### src/hdl/mmio_pkg.sv
package mmio_pkg;

    // ##################################################
    // bus word types.
    // ##################################################

    typedef logic [31:0] word_t;  // data word.
    typedef logic [31:0] addr_t;  // byte address.

    // command from the bus master, held until accepted.
    typedef struct packed {
        logic  start;
        logic  write;
        addr_t addr;
        word_t wdata;
    } bus_cmd_t;

    // response back to the master.
    typedef struct packed {
        logic  ready;        // level, target can take the command.
        word_t rdata;
        logic  rdata_valid;  // one-cycle pulse per read.
    } bus_rsp_t;

    typedef enum logic [1:0] {
        tgt_ram,
        tgt_uart_tx,
        tgt_uart_rx
    } target_e;

    // ##################################################
    // address map.
    // ##################################################

    // tx queue window.
    localparam addr_t uart_tx_base      = 32'hff000000;  // push low byte.
    localparam addr_t uart_tx_tail_ofs  = 32'h100;       // bytes pushed.
    localparam addr_t uart_tx_head_ofs  = 32'h104;       // bytes sent.

    // rx buffer window, one byte per word.
    localparam addr_t uart_rx_base      = 32'hff000200;
    localparam addr_t uart_rx_tail_ofs  = 32'h400;       // write index.
    localparam addr_t uart_rx_count_ofs = 32'h404;       // bytes received.

endpackage
### src/hdl/mem_map_decoder.sv
module mem_map_decoder import mmio_pkg::*; (
    input  logic     clk,
    input  logic     rst_n,

    input  bus_cmd_t host_cmd,
    output bus_rsp_t host_rsp,

    output bus_cmd_t ram_cmd,
    output bus_cmd_t tx_cmd,
    output bus_cmd_t rx_cmd,

    input  bus_rsp_t ram_rsp,
    input  bus_rsp_t tx_rsp,
    input  bus_rsp_t rx_rsp
);

    logic     in_tx;
    logic     in_rx;
    target_e  sel;
    target_e  rd_tgt_q;      // target of the read in flight.
    bus_rsp_t sel_rsp;
    bus_rsp_t rd_rsp;
    logic     rd_accept;

    // ##################################################
    // address decode.
    // ##################################################

    assign in_tx = (host_cmd.addr >= uart_tx_base) &&
                   (host_cmd.addr <= uart_tx_base + uart_tx_head_ofs);
    assign in_rx = (host_cmd.addr >= uart_rx_base) &&
                   (host_cmd.addr <= uart_rx_base + uart_rx_count_ofs);

    always_comb begin
        if (in_tx) begin
            sel = tgt_uart_tx;
        end else if (in_rx) begin
            sel = tgt_uart_rx;
        end else begin
            sel = tgt_ram;  // everything else.
        end
    end

    // strobes only reach the selected target.
    always_comb begin
        ram_cmd = host_cmd;
        tx_cmd  = host_cmd;
        rx_cmd  = host_cmd;
        tx_cmd.addr = host_cmd.addr - uart_tx_base;
        rx_cmd.addr = host_cmd.addr - uart_rx_base;
        if (sel != tgt_ram) begin
            ram_cmd.start = 1'b0;
            ram_cmd.write = 1'b0;
        end
        if (sel != tgt_uart_tx) begin
            tx_cmd.start = 1'b0;
            tx_cmd.write = 1'b0;
        end
        if (sel != tgt_uart_rx) begin
            rx_cmd.start = 1'b0;
            rx_cmd.write = 1'b0;
        end
    end

    // ##################################################
    // response steering.
    // ##################################################

    always_comb begin
        case (sel)
            tgt_uart_tx: sel_rsp = tx_rsp;
            tgt_uart_rx: sel_rsp = rx_rsp;
            default:     sel_rsp = ram_rsp;
        endcase
    end

    always_comb begin
        case (rd_tgt_q)
            tgt_uart_tx: rd_rsp = tx_rsp;
            tgt_uart_rx: rd_rsp = rx_rsp;
            default:     rd_rsp = ram_rsp;
        endcase
    end

    assign rd_accept = host_cmd.start && !host_cmd.write && sel_rsp.ready;

    always_ff @(posedge clk) begin
        if (!rst_n) begin
            rd_tgt_q <= tgt_ram;
        end else if (rd_accept) begin
            rd_tgt_q <= sel;  // address may move on next cycle.
        end
    end

    assign host_rsp = '{ready: sel_rsp.ready, rdata: rd_rsp.rdata,
                        rdata_valid: rd_rsp.rdata_valid};

endmodule

### config.mk
export PLATFORM = sky130hd
export DESIGN_NAME = mem_map_decoder
export DESIGN_NICKNAME = d
export VERILOG_FILES = /design/src/hdl/mmio_pkg.sv /design/src/hdl/mem_map_decoder.sv
export SDC_FILE = /design/constraint.sdc
export NUM_CORES = 1
export LEC_CHECK = 0
export BUFFER_PORTS_ARGS = -buffer_cell sky130_fd_sc_hd__buf_2
export CORE_AREA = 10 10 148 150
export CTS_CLUSTER_SIZE = 16
export DETAILED_ROUTE_END_ITERATION = 7
export DIE_AREA = 0 0 158 160
export GPL_ROUTABILITY_DRIVEN = 0
export HOLD_SLACK_MARGIN = 0.03
export PLACE_DENSITY = 0.51
export SETUP_SLACK_MARGIN = 0.2
export SLEW_MARGIN = 0
export SYNTH_ARGS = -nofsm -noshare
export SYNTH_HDL_FRONTEND = slang
export SYNTH_SLANG_ARGS = --single-unit
export TNS_END_PERCENT = 100
### constraint.sdc
create_clock -name clk -period 2.3 [get_ports clk]
set_input_delay 0.115 -clock clk [delete_from_list [all_inputs] [get_ports clk]]
set_output_delay 0.115 -clock clk [all_outputs]
set_load 0.02 [all_outputs]
# Word-level counts from Yosys, hierarchy flattened
# Index checks and enable logic that the tools add are counted.
[word_totals] mem_bits_ro=0 out_inout_bits=232 reg_bits=2 n_memories=0 latch_bits=0 mem_bits_rw=0
[classes] mux=7 n_eq_ne=6 addsub=2 shifts=0 multipliers=0 bitwise_logic=0 reduce_logical=6 order_cmp=4 div=0
[ops] cell="$pmux W34 S2" n=1
[ops] cell="$pmux W33 S2" n=1
[ops] cell="$ge A32 B32 Y1 const B" n=2
[ops] cell="$le A32 B32 Y1 const B" n=2
[ops] cell="$sub A32 B32 Y32 const B" n=2
[ops] cell="$mux W2" n=5
[ops] cell="$eq A2 B1 Y1 const B" n=2
[ops] cell="$eq A2 B2 Y1 const B" n=2
[ops] cell="$logic_and A1 B1 Y1" n=4
[ops] cell="$ne A2 B1 Y1 const B" n=1
[ops] cell="$ne A2 B2 Y1 const B" n=1
[ops] cell="$reduce_bool A2 Y1" n=1
[ops] cell="$logic_not A1 Y1" n=1

# Longest topological paths before layout
# Gate-level depths: netlist of the first run.
[logic_depth] depth_word=7 mapped_depth=8 depth_no_buf=8

# Worst setup path after synthesis of the first run
# Ideal clock, no wire load.
[synth_path] path_type="input to output" from="in host_cmd[47] (netlist bit)" to="out rx_cmd[54] (netlist bit)" path_slack_ps=187 t_arrival_ps=1998 path_stages=6 path_cell_list="or4_4 > or3_1 > nand2b_4 > or3_4 > nor3_2 > xor2_1"
[synth_rtl] element="start, declared" line="mem_map_decoder.sv:5" source="input bus_cmd_t host_cmd,"
[synth_rtl] element="end, declared" line="mem_map_decoder.sv:10" source="output bus_cmd_t rx_cmd,"

==> flow_summary.json, run 1 <==
{
  "status": "completed",
  "synth_cells": 397,
  "viasPerCell": 3.95,
  "r2r_end": "rd_tgt_q[0]$_SDFFE_PN0P_",
  "synth_top_area_share_pct": 45.2,
  "antenna_found_initial": 2,
  "setup_violations": 0,
  "grt_max_degree": 67,
  "firstDrtPassIters": 4,
  "slew_violations": 0,
  "syn_area_per_cell_um2": 6.74,
  "dp.cells": 754,
  "final_cell_mix": "buf_2 (260), nand2_1 (42), o21ai_0 (34), a22oi_1 (33), buf_4 (28)",
  "syn_nets": 572,
  "clk_pin_slew_worst_paths_ns": 0.03,
  "postCtsHoldBufs": 0,
  "power_mw": 0.892,
  "num-nets-final": 704,
  "maxSlewHeadroom_pct": 68.2,
  "netSwitchingFraction_pct": 45.1,
  "grt_util_all_layers_pct": 9.33,
  "p_leak_nw": 1.85,
  "layoutNonFillerInstCount": 765,
  "post-route-util_pct": 18.8,
  "synth_edf_count": 0,
  "core-area_um2": 19100,
  "clockPowerShare_pct": 29.2,
  "tightest_slew_ns": 0.478,
  "tns_ns": 0,
  "crit_start": "host_cmd[45]",
  "p_seq_share_pct": 3.9,
  "grt_setup_unrepaired": "yes",
  "synth_cell_types": 41,
  "ys.flop_type": "dfxtp_1",
  "clock-sinks": 2,
  "timing.rr.start": "rd_tgt_q[0]$_SDFFE_PN0P_",
  "ys_async_sr_fraction_pct": 0,
  "cts_inserted_buffers": 3,
  "skew_ns": 0,
  "cellPowerDensity_nw_per_um2": 249,
  "hold_violations": 0,
  "ys_warn_count": 0,
  "crit_type": "input port to output port",
  "wl_um": 13400,
  "fin_area_um2": 3580,
  "largest_register_ffs": 2,
  "start_util_pct": 14.0,
  "std_cell_rows": 51,
  "ios": 402,
  "internal_power_mw": 0.490,
  "max_cap_violations": 0,
  "cp-endpoint": "rx_cmd[54]",
  "dieArea_um2": 25300,
  "fin_ws_ns": 0.0734,
  "first_iter_violations": 106,
  "post-place-ws_ns": 0.0152,
  "die_y_um": 160,
  "antenna_cells": 0,
  "reg2reg_slack_ns": 1.45,
  "synth-seq-cells": 2,
  "synth_top_area_cell": "buf_4",
  "critPathLaunchType": "input port",
  "syn2layout_area_growth_pct": 34.0,
  "ir_drop_uv": 108,
  "dpl_cell_area_um2": 3270,
  "reg_top3": "rd_tgt_q x2",
  "fill_cells": 2201,
  "root_buffer": "clkbuf_16",
  "layout_commonest_cell": "buf_2",
  "max_freq_mhz": 449,
  "layout-drive-gt1-share_pct": 63.6,
  "cts_tree": "done",
  "synth.top_cells.by_area": "buf_4 (45%), a22oi_1 (9.3%), o21ai_0 (6.4%)",
  "combPwrFrac_pct": 66.8,
  "worstPathMaxFanout": 5,
  "wl_per_cell_um": 17.6,
  "drc": 0,
  "chipWidth_um": 158,
  "grt_pass1_vias": 3336,
  "rr_worst_depth": 3,
  "hpwlAfterDp_um": 12000,
  "hp-class": "input port to flip-flop",
  "p_switching_mw": 0.402,
  "clk_path_buf_depth": 2,
  "hold_slack_ns": 0.132,
  "ant_nets": 0,
  "clk_latency_ns": 0.22,
  "required_ns": 2.18,
  "cp-end-kind": "output port",
  "multi_input_area_um2": 1440,
  "grt_pass1_wl_um": 18700,
  "port_buffers": 273,
  "register_area_um2": 40.0,
  "vias": 3025,
  "netlist_area_um2": 2670,
  "grt-ovfl-total": 0,
  "top_register": "rd_tgt_q",
  "htreeDepth": 1,
  "fin_crit_sh_pct": 96.8,
  "ys_seq_area_share_pct": 1.50,
  "crit_arrival_ns": 2.11,
  "period_minus_slack_ns": 2.23
}
-- synth_stat cells (2+ instances only) --
cell,number
nand4_1,4
inv_1,9
xor2_1,13
a31oi_1,2
nor3_2,2
nor2_1,12
nand3_1,5
nor4_2,2
nor4_1,4
ha_1,5
buf_4,161
a211oi_1,2
dfxtp_1,2
clkbuf_1,14
xnor2_1,13
o21ai_0,34
nand2_1,44
o31ai_1,2
or3_1,3
a22oi_1,33
and2_1,5
nand2b_1,3
and3_1,5
-- layout make-up --
type | count | share of cell area (%)
flip-flops and latches | 2 | 1.12
inverters | 9 | 0.943
multi-input cells | 210 | 40.2
well taps | 238 | 8.31
clock buffers | 3 | 2.09
repair buffers | 303 | 47.4
-- power by group through the flow --
stage	Clock, mW	Sequential, mW	Combinational (mW)
floorplan	0	0.0354	0.587
finish	0.261	0.0350	0.596
global route	0.269	0.0350	0.644
detailed placement	0	0.0354	0.586
CTS	0.267	0.0350	0.593
global placement	0	0.0354	0.584
-- timing repair --
item                       in CTS  in global routing
resized for setup               8                 37
gates cloned                    0                  0
pin swaps                       2                 10
setup buffers                   1                  7
setup endpoints to repair      11                 21
-- critical path: stages --
cell and delay [ns]:
buf_6 0.09, or4_4 0.58, or3_4 0.36, nand2b_4 0.16, or3_4 0.35, nor3_4 0.16, xor2_2 0.17, buf_6 0.14
-- layer usage --
| layer | vias up | GRT usage, % | wire [um] |
|---|---|---|---|
| li1 | 1451 | - | - |
| met1 | 1296 | 8.93 | 4640 |
| met2 | 253 | 17.0 | 6600 |
| met3 | 25 | 5.32 | 1970 |
| met4 | 0 | 1.68 | 220 |
| met5 | - | 0 | 0 |
-- worst min-delay path by stage --
stage	cells after the start	slack, ns	endpoint	start
floorplan	1	0.24	rd_tgt_q[0]$_SDFFE_PN0P_	rst_n
global placement	0	0.23	ram_cmd[16]	host_cmd[16]
detailed placement	0	0.23	ram_cmd[16]	host_cmd[16]
CTS	2	0.13	rd_tgt_q[0]$_SDFFE_PN0P_	rst_n
global route	2	0.15	rd_tgt_q[0]$_SDFFE_PN0P_	rst_n
finish	2	0.13	rd_tgt_q[0]$_SDFFE_PN0P_	rst_n
-- cells by family after synthesis --
kind of cell,after synthesis,share of synthesized area (%)
flops,2,1.50
buf+inv,185,48.6
xor+xnor,26,8.52
simple gates,100,20.0
fa+ha+maj,5,2.34
compound gates,79,19.0
Note: power is estimated with default switching activity, not from simulation.
==> run 2, diff against run 1 <==
CORE_AREA = 2 2 157 159   (was 10 10 148 150)
DIE_AREA = 0 0 159 161   (was 0 0 158 160)
PLACE_DENSITY = 0.44   (was 0.51)
==> flow_summary.json, run 2 (synthesis gave the netlist of run 1 again) <==
{
  "core-area_um2": 24000,
  "root_buffer": "clkbuf_16",
  "start_util_pct": 11.2,
  "ir_drop_uv": 134,
  "p_leak_nw": 1.79,
  "clk_pin_slew_worst_paths_ns": 0.03,
  "worstPathMaxFanout": 3,
  "largest_register_ffs": 2,
  "grt-ovfl-total": 0,
  "dieArea_um2": 25600,
  "syn2layout_area_growth_pct": 33.0,
  "postCtsHoldBufs": 0,
  "register_area_um2": 40.0,
  "fill_cells": 2805,
  "wl_um": 9970,
  "fin_crit_sh_pct": 94.0,
  "period_minus_slack_ns": 2.16,
  "reg2reg_slack_ns": 1.42,
  "first_iter_violations": 83,
  "holdPathEnd": "rd_tgt_q[0]$_SDFFE_PN0P_",
  "firstDrtPassIters": 4,
  "grt_setup_unrepaired": "yes",
  "layout-drive-gt1-share_pct": 61.2,
  "cp-end-kind": "output port",
  "crit_top_cell": "or3_4",
  "rr_worst_depth": 3,
  "skew_ns": 0,
  "cts_tree": "done",
  "clk_path_buf_depth": 2,
  "r2r_end": "rd_tgt_q[0]$_SDFFE_PN0P_",
  "layout_commonest_cell": "buf_2",
  "grt_max_degree": 36,
  "vias": 2935,
  "wl_per_cell_um": 11.8,
  "std_cell_rows": 57,
  "grt_util_all_layers_pct": 7.00,
  "ios": 402,
  "slew_violations": 0,
  "tns_ns": 0,
  "crit_path_cell_trace": "buf_8, or4_4, or3_4, nand2b_4, or3_4, nor3_4, xor2_2, buf_6",
  "ant_nets": 0,
  "hold_violations": 0,
  "critPathLaunchType": "input port",
  "crit_arrival_ns": 2.05,
  "chipWidth_um": 159,
  "met2_length_um": 4920,
  "tightest_slew_ns": 0.425,
  "num-nets-final": 698,
  "required_ns": 2.18,
  "antenna_cells": 0,
  "clk_latency_ns": 0.22,
  "max_cap_violations": 0,
  "power_mw": 0.871,
  "viasPerCell": 3.47,
  "drc": 0,
  "post-route-util_pct": 14.8,
  "die_y_um": 161,
  "port_buffers": 273,
  "cts_inserted_buffers": 3,
  "worst_hold_path.num_cells": 2,
  "drt-met1-wl_um": 3870,
  "wl_met3_um": 914,
  "maxSlewHeadroom_pct": 71.4,
  "grt_pass1_vias": 2644,
  "clock-sinks": 2,
  "cellPowerDensity_nw_per_um2": 245,
  "final_cell_mix": "buf_2 (267), nand2_1 (44), o21ai_0 (34), a22oi_1 (33), buf_4 (25)",
  "slowest_stage": "or4_4",
  "multi_input_area_um2": 1390,
  "max_freq_mhz": 462,
  "min_from": "rst_n",
  "status": "completed",
  "hpwlAfterDp_um": 8530,
  "reg_top3": "rd_tgt_q x2",
  "highest_layer": "met4",
  "crit_type": "input port to output port",
  "timing.rr.start": "rd_tgt_q[0]$_SDFFE_PN0P_",
  "setup_violations": 0,
  "antenna_found_initial": 0,
  "critPathMaxStageDelay_ns": 0.53,
  "grt_pass1_wl_um": 14600,
  "htreeDepth": 1,
  "hp-class": "input port to flip-flop",
  "top_register": "rd_tgt_q"
}
==> run 2: power by group <==
| group | switching [mW] | internal (mW) |
|---|---|---|
| Combinational | 0.347 | 0.228 |
| Clock | 0.0394 | 0.221 |
| Sequential | 0.00000000259 | 0.0350 |
| Total | 0.386 | 0.484 |
==> run 2: how the worst max path moves through the flow <==
stage	from	to	slack, ns	cells after the start
detailed placement	host_cmd[47]	rx_cmd[54]	0.04	8
floorplan	host_cmd[47]	rx_cmd[54]	0.25	6
CTS	host_cmd[47]	rx_cmd[54]	0.1	8
finish	host_cmd[47]	rx_cmd[54]	0.14	8
global route	host_cmd[47]	rx_cmd[54]	0.07	8
global placement	host_cmd[47]	rx_cmd[54]	0.07	8
==> run 2: layer usage <==
layer  global-route usage [%]  vias up
met1                     8.05     1273
met4                     3.06        0
met2                     12.4      205
li1                         -     1430
met3                     1.67       27
met5                        0        -
==> run 2: cell type report <==
class | count | share of cell area [%]
clock buffer | 3 | 2.11
inverter | 9 | 0.950
timing repair buffer | 297 | 45.3
multi-input combinational | 210 | 39.1
sequential | 2 | 1.13
tap | 324 | 11.4
==> run 2: stage by stage <==
step	setup slack (ns)	std cells	instance area (um^2)	hold WS [ns]
final	0.137	845	3560	0.144
after global routing	0.0682	845	3560	0.164
after CTS	0.0990	841	3480	0.152
after detailed placement	0.0430	838	3380	0.230
after global placement	0.0702	838	3380	0.230
after floorplan	0.249	397	2680	0.243
==> run 2: repair_timing <==
| action | 4_1_cts | 5_1_grt |
|---|---|---|
| endpoints found under the setup margin | 11 | 17 |
| setup buffers | 0 | 4 |
| gates resized for setup | 5 | 12 |
| pin swaps | 0 | 7 |
==> run 2: critical path, delay by kind of cell <==
kind / cells / cell delay, ns
AND/OR/NAND/NOR: 5 / 1.54
buffers and inverters: 2 / 0.23
XOR/XNOR: 1 / 0.16
